==> src/hw/id_defines.svh <==
`ifndef ID_DEFINES_SVH
`define ID_DEFINES_SVH

`define ID_XLEN       32
`define ID_REG_AW     5
`define ID_RESET_PC   32'h0000_0000
`define ID_LINK_REG   5'd31            // JAL writes here

////////////////////
// Primary opcodes
`define ID_OP_SPECIAL 6'b000000
`define ID_OP_REGIMM  6'b000001
`define ID_OP_J       6'b000010
`define ID_OP_JAL     6'b000011
`define ID_OP_BEQ     6'b000100
`define ID_OP_BNE     6'b000101
`define ID_OP_BLEZ    6'b000110
`define ID_OP_BGTZ    6'b000111
`define ID_OP_ADDIU   6'b001001
`define ID_OP_SLTI    6'b001010
`define ID_OP_SLTIU   6'b001011
`define ID_OP_ANDI    6'b001100
`define ID_OP_ORI     6'b001101
`define ID_OP_XORI    6'b001110
`define ID_OP_LUI     6'b001111

////////////////////
// SPECIAL function field
`define ID_FN_JR      6'b001000
`define ID_FN_JALR    6'b001001
`define ID_FN_ADDU    6'b100001
`define ID_FN_SUBU    6'b100011
`define ID_FN_AND     6'b100100
`define ID_FN_OR      6'b100101
`define ID_FN_XOR     6'b100110
`define ID_FN_NOR     6'b100111
`define ID_FN_SLT     6'b101010
`define ID_FN_SLTU    6'b101011

`define ID_RT_BLTZ    5'b00000         // REGIMM rt field
`define ID_RT_BGEZ    5'b00001

`endif
==> src/hw/id_pkg.sv <==
`include "id_defines.svh"

package id_pkg;

	// One fetched word, seen through the three MIPS formats
	typedef union packed {
		struct packed {
			logic [5:0]            op;
			logic [`ID_REG_AW-1:0] rs;
			logic [`ID_REG_AW-1:0] rt;
			logic [`ID_REG_AW-1:0] rd;
			logic [4:0]            shamt;
			logic [5:0]            funct;
		} r;
		struct packed {
			logic [5:0]            op;
			logic [`ID_REG_AW-1:0] rs;
			logic [`ID_REG_AW-1:0] rt;
			logic [15:0]           imm16;
		} i;
		struct packed {
			logic [5:0]  op;
			logic [25:0] target26;
		} j;
	} inst_t;

	typedef enum logic [2:0] {
		SEL_NONE,
		SEL_LOGIC,
		SEL_ARITH,
		SEL_BRANCH
	} alu_sel_e;

	typedef enum logic [7:0] {
		OP_NOP,
		OP_ADDU, OP_SUBU, OP_SLT, OP_SLTU,
		OP_AND, OP_OR, OP_XOR, OP_NOR,
		OP_ADDIU, OP_SLTI, OP_SLTIU,
		OP_ANDI, OP_ORI, OP_XORI, OP_LUI,
		OP_BEQ, OP_BNE, OP_BGEZ, OP_BLTZ, OP_BGTZ, OP_BLEZ,
		OP_J, OP_JAL, OP_JR, OP_JALR
	} alu_op_e;

	typedef enum logic [4:0] {
		EC_NONE = 5'd0,
		EC_ADEL = 5'd4,   // Fetch address error
		EC_RI   = 5'd10   // Reserved instruction
	} exc_code_e;

endpackage

==> src/hw/id_top.sv <==
`timescale 1ns/100ps
`include "id_defines.svh"

module id_top (
	input  logic                  clk,
	input  logic                  rst,
	output logic                  wbm_cyc_o,
	output logic                  wbm_stb_o,
	output logic [`ID_XLEN-1:0]   wbm_adr_o,
	input  logic [`ID_XLEN-1:0]   wbm_dat_i,
	input  logic                  wbm_ack_i,
	input  logic                  rf_we_i,
	input  logic [`ID_REG_AW-1:0] rf_waddr_i,
	input  logic [`ID_XLEN-1:0]   rf_wdata_i,
	input  logic                  out_ready_i,
	output logic                  out_valid_o,
	output logic [`ID_XLEN-1:0]   pc_o,
	output id_pkg::alu_sel_e      alusel_o,
	output id_pkg::alu_op_e       aluop_o,
	output logic [`ID_XLEN-1:0]   reg1_o,
	output logic [`ID_XLEN-1:0]   reg2_o,
	output logic [`ID_REG_AW-1:0] wd_o,
	output logic                  wreg_o,
	output logic [`ID_XLEN-1:0]   link_addr_o,
	output logic                  in_delayslot_o,
	output id_pkg::exc_code_e     exc_code_o,
	output logic [`ID_XLEN-1:0]   exc_epc_o,
	output logic [`ID_XLEN-1:0]   exc_badvaddr_o
);
	id_pkg::inst_t         inst;
	logic                  pc_misaligned;
	logic                  issue_done;
	logic                  is_branch;
	logic                  branch_taken;
	logic [`ID_XLEN-1:0]   branch_target;
	logic [`ID_REG_AW-1:0] rs_addr;
	logic [`ID_REG_AW-1:0] rt_addr;
	logic                  rs_read;
	logic                  rt_read;
	logic [`ID_XLEN-1:0]   imm;
	logic [`ID_XLEN-1:0]   rs_data;
	logic [`ID_XLEN-1:0]   rt_data;

	fetch_ctrl u_fetch (
		.clk(clk), .rst(rst),
		.pc_i(pc_o), .pc_misaligned_i(pc_misaligned),
		.wbm_cyc_o(wbm_cyc_o), .wbm_stb_o(wbm_stb_o), .wbm_adr_o(wbm_adr_o),
		.wbm_dat_i(wbm_dat_i), .wbm_ack_i(wbm_ack_i),
		.out_ready_i(out_ready_i), .out_valid_o(out_valid_o),
		.inst_o(inst), .issue_done_o(issue_done)
	);

	pc_counter u_pc (
		.clk(clk), .rst(rst),
		.issue_done_i(issue_done), .is_branch_i(is_branch),
		.branch_taken_i(branch_taken), .branch_target_i(branch_target),
		.pc_o(pc_o), .pc_misaligned_o(pc_misaligned), .in_delayslot_o(in_delayslot_o)
	);

	inst_decoder u_dec (
		.inst_i(inst), .pc_i(pc_o), .pc_misaligned_i(pc_misaligned),
		.in_delayslot_i(in_delayslot_o),
		.alusel_o(alusel_o), .aluop_o(aluop_o),
		.rs_addr_o(rs_addr), .rt_addr_o(rt_addr), .rs_read_o(rs_read), .rt_read_o(rt_read),
		.imm_o(imm), .wd_o(wd_o), .wreg_o(wreg_o),
		.exc_code_o(exc_code_o), .exc_epc_o(exc_epc_o), .exc_badvaddr_o(exc_badvaddr_o)
	);

	reg_file u_rf (
		.clk(clk), .rst(rst),
		.rf_we_i(rf_we_i), .rf_waddr_i(rf_waddr_i), .rf_wdata_i(rf_wdata_i),
		.rs_addr_i(rs_addr), .rt_addr_i(rt_addr),
		.rs_data_o(rs_data), .rt_data_o(rt_data)
	);

	branch_unit u_br (
		.aluop_i(aluop_o), .pc_i(pc_o),
		.rs_read_i(rs_read), .rt_read_i(rt_read),
		.rs_data_i(rs_data), .rt_data_i(rt_data),
		.imm_i(imm), .target26_i(inst.j.target26),
		.reg1_o(reg1_o), .reg2_o(reg2_o), .is_branch_o(is_branch),
		.branch_taken_o(branch_taken), .branch_target_o(branch_target),
		.link_addr_o(link_addr_o)
	);

endmodule

==> src/hw/branch_unit.sv <==
`timescale 1ns/100ps
`include "id_defines.svh"

module branch_unit (
	input  id_pkg::alu_op_e     aluop_i,
	input  logic [`ID_XLEN-1:0] pc_i,
	input  logic                rs_read_i,
	input  logic                rt_read_i,
	input  logic [`ID_XLEN-1:0] rs_data_i,
	input  logic [`ID_XLEN-1:0] rt_data_i,
	input  logic [`ID_XLEN-1:0] imm_i,
	input  logic [25:0]         target26_i,
	output logic [`ID_XLEN-1:0] reg1_o,
	output logic [`ID_XLEN-1:0] reg2_o,
	output logic                is_branch_o,
	output logic                branch_taken_o,
	output logic [`ID_XLEN-1:0] branch_target_o,
	output logic [`ID_XLEN-1:0] link_addr_o
);
	logic [`ID_XLEN-1:0] pc_plus4;
	logic [`ID_XLEN-1:0] br_target;
	logic [`ID_XLEN-1:0] j_target;
	logic                rs_neg;
	logic                rs_zero;

	assign reg1_o    = rs_read_i ? rs_data_i : '0;
	assign reg2_o    = rt_read_i ? rt_data_i : imm_i;
	assign rs_neg    = reg1_o[`ID_XLEN-1];
	assign rs_zero   = (reg1_o == '0);
	assign pc_plus4  = pc_i + 32'd4;
	assign br_target = pc_plus4 + {imm_i[`ID_XLEN-3:0], 2'b00};          // Word offset
	assign j_target  = {pc_plus4[`ID_XLEN-1:`ID_XLEN-4], target26_i, 2'b00};  // Same 256 MB region

	always_comb begin
		is_branch_o    = 1'b1;
		branch_taken_o = 1'b0;
		case (aluop_i)
			id_pkg::OP_BEQ:  branch_taken_o = (reg1_o == reg2_o);
			id_pkg::OP_BNE:  branch_taken_o = (reg1_o != reg2_o);
			id_pkg::OP_BGEZ: branch_taken_o = !rs_neg;
			id_pkg::OP_BLTZ: branch_taken_o = rs_neg;
			id_pkg::OP_BGTZ: branch_taken_o = !rs_neg && !rs_zero;
			id_pkg::OP_BLEZ: branch_taken_o = rs_neg || rs_zero;
			id_pkg::OP_J, id_pkg::OP_JAL, id_pkg::OP_JR, id_pkg::OP_JALR: begin
				branch_taken_o = 1'b1;
			end
			default: is_branch_o = 1'b0;
		endcase
	end

	always_comb begin
		case (aluop_i)
			id_pkg::OP_J, id_pkg::OP_JAL:   branch_target_o = j_target;
			id_pkg::OP_JR, id_pkg::OP_JALR: branch_target_o = reg1_o;
			default:                        branch_target_o = br_target;
		endcase
	end

	// Return past the delay slot
	assign link_addr_o = (aluop_i == id_pkg::OP_JAL || aluop_i == id_pkg::OP_JALR) ?
		pc_i + 32'd8 : '0;

endmodule

==> src/hw/reg_file.sv <==
`timescale 1ns/100ps
`include "id_defines.svh"

module reg_file (
	input  logic                  clk,
	input  logic                  rst,
	input  logic                  rf_we_i,
	input  logic [`ID_REG_AW-1:0] rf_waddr_i,
	input  logic [`ID_XLEN-1:0]   rf_wdata_i,
	input  logic [`ID_REG_AW-1:0] rs_addr_i,
	input  logic [`ID_REG_AW-1:0] rt_addr_i,
	output logic [`ID_XLEN-1:0]   rs_data_o,
	output logic [`ID_XLEN-1:0]   rt_data_o
);
	localparam int NREGS = 1 << `ID_REG_AW;

	logic [`ID_XLEN-1:0] regs_q [NREGS];

	always_ff @(posedge clk) begin
		if (rst) begin
			for (int k = 0; k < NREGS; k++) begin
				regs_q[k] <= '0;
			end
		end else if (rf_we_i && rf_waddr_i != '0) begin
			regs_q[rf_waddr_i] <= rf_wdata_i;   // Register zero never written
		end
	end

	// Write data bypasses the array in the same cycle
	assign rs_data_o = (rs_addr_i == '0) ? '0 :
		(rf_we_i && rf_waddr_i == rs_addr_i) ? rf_wdata_i : regs_q[rs_addr_i];
	assign rt_data_o = (rt_addr_i == '0) ? '0 :
		(rf_we_i && rf_waddr_i == rt_addr_i) ? rf_wdata_i : regs_q[rt_addr_i];

endmodule

==> src/hw/inst_decoder.sv <==
`timescale 1ns/100ps
`include "id_defines.svh"

module inst_decoder (
	input  id_pkg::inst_t         inst_i,
	input  logic [`ID_XLEN-1:0]   pc_i,
	input  logic                  pc_misaligned_i,
	input  logic                  in_delayslot_i,
	output id_pkg::alu_sel_e      alusel_o,
	output id_pkg::alu_op_e       aluop_o,
	output logic [`ID_REG_AW-1:0] rs_addr_o,
	output logic [`ID_REG_AW-1:0] rt_addr_o,
	output logic                  rs_read_o,
	output logic                  rt_read_o,
	output logic [`ID_XLEN-1:0]   imm_o,
	output logic [`ID_REG_AW-1:0] wd_o,
	output logic                  wreg_o,
	output id_pkg::exc_code_e     exc_code_o,
	output logic [`ID_XLEN-1:0]   exc_epc_o,
	output logic [`ID_XLEN-1:0]   exc_badvaddr_o
);
	id_pkg::alu_op_e     op;
	id_pkg::alu_sel_e    sel;
	logic                rs_rd;
	logic                rt_rd;
	logic                wr;
	logic                reserved;
	logic                exc;
	logic [`ID_XLEN-1:0] imm_sext;
	logic [`ID_XLEN-1:0] imm_zext;

	assign imm_sext  = {{(`ID_XLEN-16){inst_i.i.imm16[15]}}, inst_i.i.imm16};
	assign imm_zext  = {{(`ID_XLEN-16){1'b0}}, inst_i.i.imm16};
	assign rs_addr_o = inst_i.r.rs;
	assign rt_addr_o = inst_i.r.rt;

	////////////////////
	// Opcode decode
	always_comb begin
		op       = id_pkg::OP_NOP;
		wd_o     = inst_i.i.rt;     // I-type destination
		imm_o    = imm_sext;        // Also the branch offset
		reserved = 1'b0;
		case (inst_i.r.op)
			`ID_OP_SPECIAL: begin
				wd_o  = inst_i.r.rd;
				imm_o = '0;
				case (inst_i.r.funct)
					`ID_FN_ADDU: op = id_pkg::OP_ADDU;
					`ID_FN_SUBU: op = id_pkg::OP_SUBU;
					`ID_FN_SLT:  op = id_pkg::OP_SLT;
					`ID_FN_SLTU: op = id_pkg::OP_SLTU;
					`ID_FN_AND:  op = id_pkg::OP_AND;
					`ID_FN_OR:   op = id_pkg::OP_OR;
					`ID_FN_XOR:  op = id_pkg::OP_XOR;
					`ID_FN_NOR:  op = id_pkg::OP_NOR;
					`ID_FN_JR:   op = id_pkg::OP_JR;
					`ID_FN_JALR: op = id_pkg::OP_JALR;
					default:     reserved = 1'b1;
				endcase
			end
			`ID_OP_REGIMM: begin
				case (inst_i.i.rt)
					`ID_RT_BLTZ: op = id_pkg::OP_BLTZ;
					`ID_RT_BGEZ: op = id_pkg::OP_BGEZ;
					default:     reserved = 1'b1;
				endcase
			end
			`ID_OP_BEQ:   op = id_pkg::OP_BEQ;
			`ID_OP_BNE:   op = id_pkg::OP_BNE;
			`ID_OP_BLEZ:  op = id_pkg::OP_BLEZ;
			`ID_OP_BGTZ:  op = id_pkg::OP_BGTZ;
			`ID_OP_J: begin
				op    = id_pkg::OP_J;
				imm_o = '0;
			end
			`ID_OP_JAL: begin
				op    = id_pkg::OP_JAL;
				wd_o  = `ID_LINK_REG;
				imm_o = '0;
			end
			`ID_OP_ADDIU: op = id_pkg::OP_ADDIU;
			`ID_OP_SLTI:  op = id_pkg::OP_SLTI;
			`ID_OP_SLTIU: op = id_pkg::OP_SLTIU;   // Sign-extended, compared unsigned
			`ID_OP_ANDI: begin
				op    = id_pkg::OP_ANDI;
				imm_o = imm_zext;
			end
			`ID_OP_ORI: begin
				op    = id_pkg::OP_ORI;
				imm_o = imm_zext;
			end
			`ID_OP_XORI: begin
				op    = id_pkg::OP_XORI;
				imm_o = imm_zext;
			end
			`ID_OP_LUI: begin
				op    = id_pkg::OP_LUI;
				imm_o = {inst_i.i.imm16, 16'h0000};
			end
			default: reserved = 1'b1;
		endcase
	end

	// Unit selector and operand usage per operation
	always_comb begin
		sel   = id_pkg::SEL_BRANCH;
		rs_rd = 1'b1;
		rt_rd = 1'b0;
		wr    = 1'b0;
		case (op)
			id_pkg::OP_ADDU, id_pkg::OP_SUBU, id_pkg::OP_SLT, id_pkg::OP_SLTU: begin
				sel   = id_pkg::SEL_ARITH;
				rt_rd = 1'b1;
				wr    = 1'b1;
			end
			id_pkg::OP_AND, id_pkg::OP_OR, id_pkg::OP_XOR, id_pkg::OP_NOR: begin
				sel   = id_pkg::SEL_LOGIC;
				rt_rd = 1'b1;
				wr    = 1'b1;
			end
			id_pkg::OP_ADDIU, id_pkg::OP_SLTI, id_pkg::OP_SLTIU: begin
				sel = id_pkg::SEL_ARITH;
				wr  = 1'b1;
			end
			id_pkg::OP_ANDI, id_pkg::OP_ORI, id_pkg::OP_XORI, id_pkg::OP_LUI: begin
				sel   = id_pkg::SEL_LOGIC;
				rs_rd = (op != id_pkg::OP_LUI);
				wr    = 1'b1;
			end
			id_pkg::OP_BEQ, id_pkg::OP_BNE: rt_rd = 1'b1;
			id_pkg::OP_JALR:                wr = 1'b1;
			id_pkg::OP_J:                   rs_rd = 1'b0;
			id_pkg::OP_JAL: begin
				rs_rd = 1'b0;
				wr    = 1'b1;
			end
			id_pkg::OP_NOP: begin
				sel   = id_pkg::SEL_NONE;
				rs_rd = 1'b0;
			end
			default: rs_rd = 1'b1;          // Remaining branches, JR
		endcase
	end

	////////////////////
	// Exceptions, fetch error first
	assign exc = pc_misaligned_i || reserved;

	always_comb begin
		exc_code_o     = id_pkg::EC_NONE;
		exc_badvaddr_o = '0;
		aluop_o        = op;
		alusel_o       = sel;
		if (pc_misaligned_i) begin
			exc_code_o     = id_pkg::EC_ADEL;
			exc_badvaddr_o = pc_i;
		end else if (reserved) begin
			exc_code_o     = id_pkg::EC_RI;
			exc_badvaddr_o = inst_i;
		end
		if (exc) begin
			aluop_o  = id_pkg::OP_NOP;
			alusel_o = id_pkg::SEL_NONE;
		end
	end

	assign wreg_o    = wr && !exc;
	assign rs_read_o = rs_rd && !exc;
	assign rt_read_o = rt_rd && !exc;
	assign exc_epc_o = in_delayslot_i ? pc_i - 32'd4 : pc_i;   // Slot reports its branch

endmodule

==> src/hw/pc_counter.sv <==
`timescale 1ns/100ps
`include "id_defines.svh"

module pc_counter (
	input  logic               clk,
	input  logic               rst,
	input  logic               issue_done_i,
	input  logic               is_branch_i,
	input  logic               branch_taken_i,
	input  logic [`ID_XLEN-1:0] branch_target_i,
	output logic [`ID_XLEN-1:0] pc_o,
	output logic               pc_misaligned_o,
	output logic               in_delayslot_o
);
	logic [`ID_XLEN-1:0] pc_q;
	logic [`ID_XLEN-1:0] target_q;
	logic                dslot_q;     // Next issue is a delay slot
	logic                pending_q;   // Target waits behind the slot

	always_ff @(posedge clk) begin
		if (rst) begin
			pc_q      <= `ID_RESET_PC;
			dslot_q   <= 1'b0;
			pending_q <= 1'b0;
		end else if (issue_done_i) begin
			if (dslot_q && pending_q) begin
				pc_q <= target_q;
			end else begin
				pc_q <= pc_q + 32'd4;
			end
			dslot_q   <= !dslot_q && is_branch_i;
			pending_q <= !dslot_q && branch_taken_i;
		end
	end

	always_ff @(posedge clk) begin
		if (issue_done_i && branch_taken_i) begin
			target_q <= branch_target_i;
		end
	end

	assign pc_o            = pc_q;
	assign pc_misaligned_o = |pc_q[1:0];
	assign in_delayslot_o  = dslot_q;

	// A taken branch sitting in a delay slot would lose its target
	a_no_target_in_slot: assert property (@(posedge clk) disable iff (rst)
		issue_done_i && dslot_q |-> !branch_taken_i);

endmodule

==> src/hw/fetch_ctrl.sv <==
`timescale 1ns/100ps
`include "id_defines.svh"

module fetch_ctrl (
	input  logic               clk,
	input  logic               rst,
	input  logic [`ID_XLEN-1:0] pc_i,
	input  logic               pc_misaligned_i,
	output logic               wbm_cyc_o,
	output logic               wbm_stb_o,
	output logic [`ID_XLEN-1:0] wbm_adr_o,
	input  logic [`ID_XLEN-1:0] wbm_dat_i,
	input  logic               wbm_ack_i,
	input  logic               out_ready_i,
	output logic               out_valid_o,
	output id_pkg::inst_t      inst_o,
	output logic               issue_done_o
);
	localparam logic [1:0] S_IDLE      = 2'd0;
	localparam logic [1:0] S_FETCH_REQ = 2'd1;
	localparam logic [1:0] S_ISSUE     = 2'd2;

	logic [1:0]    state_q;
	id_pkg::inst_t inst_q;

	always_ff @(posedge clk) begin
		if (rst) begin
			state_q <= S_IDLE;
		end else begin
			case (state_q)
				S_IDLE: state_q <= S_FETCH_REQ;
				S_FETCH_REQ: begin
					if (pc_misaligned_i || wbm_ack_i) begin
						state_q <= S_ISSUE;
					end
				end
				S_ISSUE: begin
					if (issue_done_o) begin
						state_q <= S_FETCH_REQ;   // Next fetch right after the transfer
					end
				end
				default: state_q <= S_IDLE;
			endcase
		end
	end

	always_ff @(posedge clk) begin
		if (state_q == S_FETCH_REQ) begin
			if (pc_misaligned_i) begin
				inst_q <= '0;                  // Nothing fetched
			end else if (wbm_ack_i) begin
				inst_q <= wbm_dat_i;
			end
		end
	end

	assign wbm_cyc_o    = (state_q == S_FETCH_REQ) && !pc_misaligned_i;
	assign wbm_stb_o    = wbm_cyc_o;
	assign wbm_adr_o    = pc_i;                 // PC holds until issue
	assign out_valid_o  = (state_q == S_ISSUE);
	assign issue_done_o = out_valid_o && out_ready_i;
	assign inst_o       = inst_q;

	////////////////////
	// Bus and issue port rules
	a_bus_hold: assert property (@(posedge clk) disable iff (rst)
		wbm_stb_o && !wbm_ack_i |=> wbm_stb_o && $stable(wbm_adr_o));

	a_valid_hold: assert property (@(posedge clk) disable iff (rst)
		out_valid_o && !out_ready_i |=> out_valid_o && $stable(inst_o));

endmodule

==> config.mk <==
export PLATFORM = sky130hd
export DESIGN_NAME = id_top
export DESIGN_NICKNAME = d
export VERILOG_FILES = /design/src/hw/id_pkg.sv /design/src/hw/id_top.sv /design/src/hw/branch_unit.sv /design/src/hw/reg_file.sv /design/src/hw/inst_decoder.sv /design/src/hw/pc_counter.sv /design/src/hw/fetch_ctrl.sv
export VERILOG_INCLUDE_DIRS = /design/src /design/src/hw
export SDC_FILE = /design/constraint.sdc
export NUM_CORES = 2
export LEC_CHECK = 0
export ABC_AREA = 1
export ABC_CLOCK_PERIOD_IN_PS = 5600
export BUFFER_PORTS_ARGS = -buffer_cell sky130_fd_sc_hd__buf_2
export CAP_MARGIN = 20
export CORE_ASPECT_RATIO = 1.5
export CORE_MARGIN = 2
export CORE_UTILIZATION = 27
export CTS_CLUSTER_SIZE = 20
export DETAILED_ROUTE_END_ITERATION = 16
export SETUP_SLACK_MARGIN = 0.3
export SYNTH_ARGS = -nofsm -noshare
export SYNTH_HDL_FRONTEND = slang
export SYNTH_SLANG_ARGS = --single-unit
==> constraint.sdc <==
create_clock -name clk -period 5.6 [get_ports clk]
set_input_delay 0.56 -clock clk [delete_from_list [all_inputs] [get_ports clk]]
set_output_delay 0.56 -clock clk [all_outputs]
set_load 0.05 [all_outputs]
## After elaboration in Yosys (flattened, before gate mapping)

Memories as Yosys holds them, arrays and structs flattened. A register that Yosys moved wholly into a read port is not among the register bits.
Cells that the tools add are included.

- Memories kept: 1
- Flip-flop bits (word level): 100
- Bits in writable memories: 1024
- Output and inout bits: 250
- Word-level logic and storage cells: 170
- Input port bits: 74

Memories:

| memory | depth | width | read ports | clocked after Yosys merged registers in | write ports | RTL line | text |
|---|---|---|---|---|---|---|---|
| u_rf.regs_q | 32 | 32 | 2 | 2 | 32 | reg_file.sv:17 | `` logic [`ID_XLEN-1:0] regs_q [NREGS]; `` |

- Add/sub/neg operators: 4
- Reductions and logical operators: 49
- Muxes and demuxes: 46
- Equality and inequality tests: 64

Operators by type and width:

| kind | count |
|---|---|
| $mux 32 | 13 |
| $eq 8x5->1 const B | 15 |
| $pmux 8 s15 | 1 |
| $pmux 32 s3 | 1 |
| $eq 8x4->1 const B | 8 |
| $pmux 32 s2 | 1 |
| $eq 6x4->1 const B | 9 |
| $pmux 5 s10 | 1 |
| $eq 6x6->1 const B | 8 |
| $add 32x3->32 const B | 1 |
| $add 32x32->32 | 1 |
| $add 32x4->32 const B | 1 |
| $eq 32x32->1 | 1 |
| $eq 8x3->1 const B | 4 |
| $logic_not 32->1 | 1 |
| $ne 32x32->1 | 1 |
| $reduce_or 32->1 | 1 |
| $sub 32x3->32 const B | 1 |
| $mux 5 | 6 |
| $reduce_or 10->1 | 3 |
| $eq 6x3->1 const B | 4 |
| $pmux 5 s2 | 2 |
| $reduce_or 17->1 | 1 |
| $eq 8x2->1 const B | 2 |
| other kinds (33) | 76 |

## Depth between registers and ports, before layout

- Depth in word-level cells: 13
- Mapped depth: 28
- Depth with buffers taken out: 26

## Cells and area by module

From an unflattened synthesis, not the netlist that was laid out.

- Cell total of the unflattened synthesis: 9559
- Area total of the unflattened synthesis: 70756.6 um^2

Modules (own cells, without submodules):

| module | sequential area each (um^2) | cells each | area each (um^2) | instances |
|---|---|---|---|---|
| reg_file | 30749.5 | 7427 | 58152.0 | 1 |
| branch_unit | 0.0 | 1123 | 5345.1 | 1 |
| pc_counter | 1641.6 | 434 | 3408.3 | 1 |
| inst_decoder | 0.0 | 422 | 2259.7 | 1 |
| fetch_ctrl | 1001.0 | 153 | 1591.5 | 1 |

## Worst setup path after synthesis

OpenSTA, ideal clock, no wires.

- Path type: reg-to-reg
- Start point: reg u_fetch.inst_q (netlist bit u_fetch.inst_o[31])
- End point: reg u_pc.target_q[0] (enable)
- Library setup time: 0.441 ns
- Stages on the path, launching flop included: 18
- Data arrival time: 4.703 ns
- Clock period less this slack: 5.143 ns
- Slack: 0.457 ns
- Path buffers: 0
- Path through: edfxtp_1 -> nor2_4 -> nand2_1 -> nor2_1 -> nand2_1 -> o21ai_1 -> inv_2 -> nor2_1 -> inv_1 -> nor2_1 -> inv_1 -> nor2_1 -> nor2_1 -> o21ai_0 -> a21oi_1 -> nand2_1 -> nor2_1 -> a31oi_1

- Elaborated cells on any way between the ends: 71
- Those cells by class: 43 x eq/ne; 9 x mux; 19 x reduce/logical

RTL lines:

| what | RTL line | text |
|---|---|---|
| from (decl) | fetch_ctrl.sv:24 | `id_pkg::inst_t inst_q;` |
| from (signal assigned) | fetch_ctrl.sv:52 | `inst_q <= wbm_dat_i;` |
| $eq 6x3->1 (tied with other cells) | inst_decoder.sv:44 | `case (inst_i.r.op)` |
| $reduce_or 13->1 (no source line) | - |  |
| $pmux 1 s3 | inst_decoder.sv:44 |  |
| $logic_or 1x1->1 | inst_decoder.sv:148 | `assign exc = pc_misaligned_i \|\| reserved;` |
| $mux 8 * | inst_decoder.sv:162 | `if (exc) begin` |
| net aluop_o[4] | id_top.sv:19 | `output id_pkg::alu_op_e aluop_o,` |
| $eq 8x5->1 | branch_unit.sv:37 | `case (aluop_i)` |
| $reduce_or 4->1 | branch_unit.sv:37 |  |
| $pmux 1 s7 * | branch_unit.sv:37 |  |
| $logic_and 1x1->1 * | pc_counter.sv:37 | `if (issue_done_i && branch_taken_i) begin` |
| to (signal assigned) | pc_counter.sv:38 | `target_q <= branch_target_i;` |
| to (decl) | pc_counter.sv:16 | `` logic [`ID_XLEN-1:0] target_q; `` |

Mark *: on every way through the listed nets, which the timed path passes. The rest lies on a longest branch.
A chain may end at the register's enable or synchronous reset.

## Worst setup path in the final report

- Start point: reg u_pc.pc_q[0], in the netlist u_pc.pc_o[0]
- End point: out link_addr_o[12]

- Word-level cells in the longest chain between the ends: 6
- Elaborated cells on any way between the ends: 8
- Those cells by class: 1 x add/sub; 2 x eq/ne; 2 x mux; 3 x reduce/logical

Ends and longest elaborated chain:

| what | RTL line | text |
|---|---|---|
| from (decl) | pc_counter.sv:15 | `` logic [`ID_XLEN-1:0] pc_q; `` |
| from (signal assigned) | pc_counter.sv:22 | `` pc_q <= `ID_RESET_PC; `` |
| from (signal assigned) | pc_counter.sv:27 | `pc_q <= target_q;` |
| from (signal assigned) | pc_counter.sv:29 | `pc_q <= pc_q + 32'd4;` |
| branches (longest 5 deep; another with $add 32x4->32) | - |  |
| $mux 32 * | branch_unit.sv:60 | `assign link_addr_o = (aluop_i == id_pkg::OP_JAL \|\| aluop_i == id_pkg::OP_JALR) ?` |
| to (decl) | id_top.sv:24 | `` output logic [`ID_XLEN-1:0] link_addr_o, `` |

Mark *: on every way between the ends.

==> flow_metrics.py <==
metrics = {
    "grt": {
        "grt_pass1_wl_microns": 410000,
        "gr-usage-met1_pct": 23.2,
        "grt_overflow": 0,
        "antenna_found_initial": 27,
        "grt_pass1_vias": 59928,
        "grt_busiest_layer": "met2",
        "met2_usage_pct": 39.2,
        "grt_max_degree": 125,
        "use_met3_pct": 3.70,
        "grtUsageTotal_pct": 22.0,
    },
    "min_path": {
        "min_path_type": "in -> reg",
    },
    "clocking": {
        "holdBufCountCts": 0,
        "clock_latency_ns": 0.75,
        "postCtsSetupBuffers": 0,
        "cts.sinks": 1134,
        "cts_resized": 1,
        "cts_tree": "built",
        "clock-root-buffer": "clkbuf_16",
        "cts-buffers-inserted": 103,
        "clk_path_buf_depth": 3,
        "path_clk_slew_ns": 0.07,
        "htreeDepth": 3,
    },
    "logic_synthesis": {
        "synthArstFlopShare_pct": 0,
        "synth_edf_count": 1088,
        "avgSynthCellArea_sq_um": 8.14,
        "synthCells": 8209,
        "ys_ff_latch": 1134,
        "synth_ff_type": "edfxtp_1",
        "synth_commonest_cells": "1204 x nor2_1, 1088 x edfxtp_1, 1071 x nand2_1",
        "seq_area_frac_synth_pct": 50.3,
        "syn_area_sq_mm": 0.0668,
        "synth.most_common_cell": "nor2_1",
        "synth_area_leader_cell": "edfxtp_1",
        "synthTopCellsByArea": "edfxtp_1 49%, nand3_1 7.9%, nor2_1 6.8%, nand2_1 6.0%, o211ai_1 5.8%",
        "synth_top_cell_area_share_pct": 48.9,
        "synth.distinct_cells": 55,
        "synth_warnings": 0,
    },
    "sta": {
        "hold_viol_final": 0,
        "setup_slack_ns": 0.464,
        "fin_setup_tns_ns": 0,
        "grt_setup_unrepaired": "yes",
        "relSlewSlack_pct": 20.0,
        "fmax_mhz": 195,
        "skew_ns": 0.0315,
        "tightest_slew_ns": 1.19,
        "period_minus_slack_ns": 5.14,
        "period_share_pct": 91.7,
        "slew_viol_final": 0,
        "setup_viol": 0,
    },
    "die": {
        "coreArea_sq_mm": 0.246,
        "fp.dieH_microns": 613,
        "die_w_microns": 410,
        "start_util_pct": 27.2,
        "ioPinCount": 324,
        "die-area_sq_mm": 0.252,
        "rows": 223,
    },
    "placed_design": {
        "portBuffers": 315,
        "hpwl_microns": 203000,
        "gp_congestion": 1.01,
        "pre_cts_slack_ns": 0.459,
    },
    "drt": {
        "finalWirelength_microns": 289000,
        "first_pass_iters": 6,
        "drtIter0Drc": 8081,
        "drcViolationCount": 0,
        "viasPerCell": 5.44,
        "ant_nets": 0,
        "wl_per_cell_microns": 25.0,
        "vias": 62966,
    },
    "setup_path": {
        "path_max_fanout": 38,
        "end_kind": "output port",
        "path_class": "reg -> out",
        "cp_data_required_time_ns": 5.04,
        "crit_arrival_ns": 4.58,
        "cp-start-kind": "register",
    },
    "status": {
        "status": "complete, no violations",
    },
    "flow_run": {
        "cap_violations": 0,
    },
    "final_layout": {
        "drive_above_1_share_pct": 10.5,
        "fin_nets": 8308,
        "area_delta_synth_final_pct": 14.0,
        "final.fill_count": 25912,
    },
    "power": {
        "finalPower_mw": 22.2,
        "ir_worst_vdd_uv": 275,
        "powerDensity_mw_per_mm2": 292,
        "p_leak_nw": 30.4,
    },
}
==> path summary, 6_finish.rpt <==
| path | slack, ns | to | cells after the start | from |
|---|---|---|---|---|
| min reg2reg | 0.48 | u_pc.pending_q | 2 | u_pc.pending_q |
| min | 0.14 | u_fetch.inst_o[6] | 3 | wbm_dat_i[6] |
| max reg2reg | 0.58 | u_pc.target_q[29] | 19 | u_pc.pc_o[3] |
| max | 0.46 | link_addr_o[12] | 10 | u_pc.pc_o[0] |
==> layer usage <==
layer / vias up / share of wire [%]
met2: 3558 / 50
met4: 14 / 8.2
met3: 920 / 8.1
met1: 30356 / 34
li1: 28118 / -
met5: - / 0.033
==> cell usage in the layout, fill, tap and decap left out, types with 38 or more instances in the layout <==
cell / count
buf_2: 315
clkbuf_16: 106
buf_4: 242
conb_1: 40
o211ai_1: 517
o221ai_1: 38
nand3_1: 1050
nor2_1: 1203
edfxtp_1: 1088
a21oi_1: 639
nand2_1: 1039
buf_12: 51
nor3_1: 38
xor2_1: 78
inv_1: 814
o21ai_0: 620
==> state kept, by name, summed over array words and instances, names as in the netlist, named ones only <==
name	cells
u_fetch.inst_o	32
u_pc.pending_q	1
u_pc.pc_o	32
u_rf.regs_q	1024
u_pc.in_delayslot_o	1
u_fetch.state_q	2
u_pc.target_q	32
==> logic make-up (layout without fill, tap and decap cells) <==
logic type	count (synthesis)	in the layout	share of synthesized area [%]
flip-flops	1134	1134	50.3
AND/OR/NAND/NOR	3433	3433	21.7
AO/OA/AOI/OAI	1908	1908	16.7
adder cells (fa/ha/maj)	35	35	0.666
other	1	60	0.00561
buffers and inverters	1614	1652	9.58
XOR/XNOR	84	84	1.10
==> layout make-up <==
cell class                      count  area (sq um)  area share [%]
Antenna cell                       20          50.0          0.0657
Sequential cell                  1134         33600            44.1
Inverter                          846          3190            4.18
Clock inverter                     73           826            1.08
Tap cell                         3262          4080            5.36
Timing Repair Buffer              614          4560            5.98
Clock buffer                      119          2720            3.57
Multi-Input combinational cell   5500         27100            35.6
==> metrics by stage <==
stage | instance area [sq um] | hold WS (ns) | std cells | util, %
final | 76200 | 0.139 | 11568 | 31.0
after global routing | 76200 | 0.159 | 11556 | 30.9
after CTS | 76000 | 0.116 | 11542 | 30.9
after detailed placement | 72400 | 0.463 | 11350 | 29.4
after global placement | 72400 | 0.456 | 11349 | 29.4
after floorplan | 67000 | 0.446 | 8248 | -
==> critical path: stages, from the launching register on <==
cell and delay [ns]:
dfxtp_1 0.43, nor2_2 0.86, inv_1 0.24, buf_4 0.35, nor2_1 0.21, inv_1 0.12, nor2_1 0.23, a22oi_2 0.09
buf_4 0.26, nor3_1 0.60, buf_2 0.39
==> report_power, final <==
| part | switching [mW] | internal [mW] | total, mW |
|---|---|---|---|
| Clock | 3.46 | 4.20 | 7.66 |
| Sequential | 0.264 | 9.73 | 9.99 |
| Combinational | 3.34 | 1.21 | 4.56 |
| Total | 7.07 | 15.1 | 22.2 |
No activity file was read; power rests on OpenSTA's default activity.
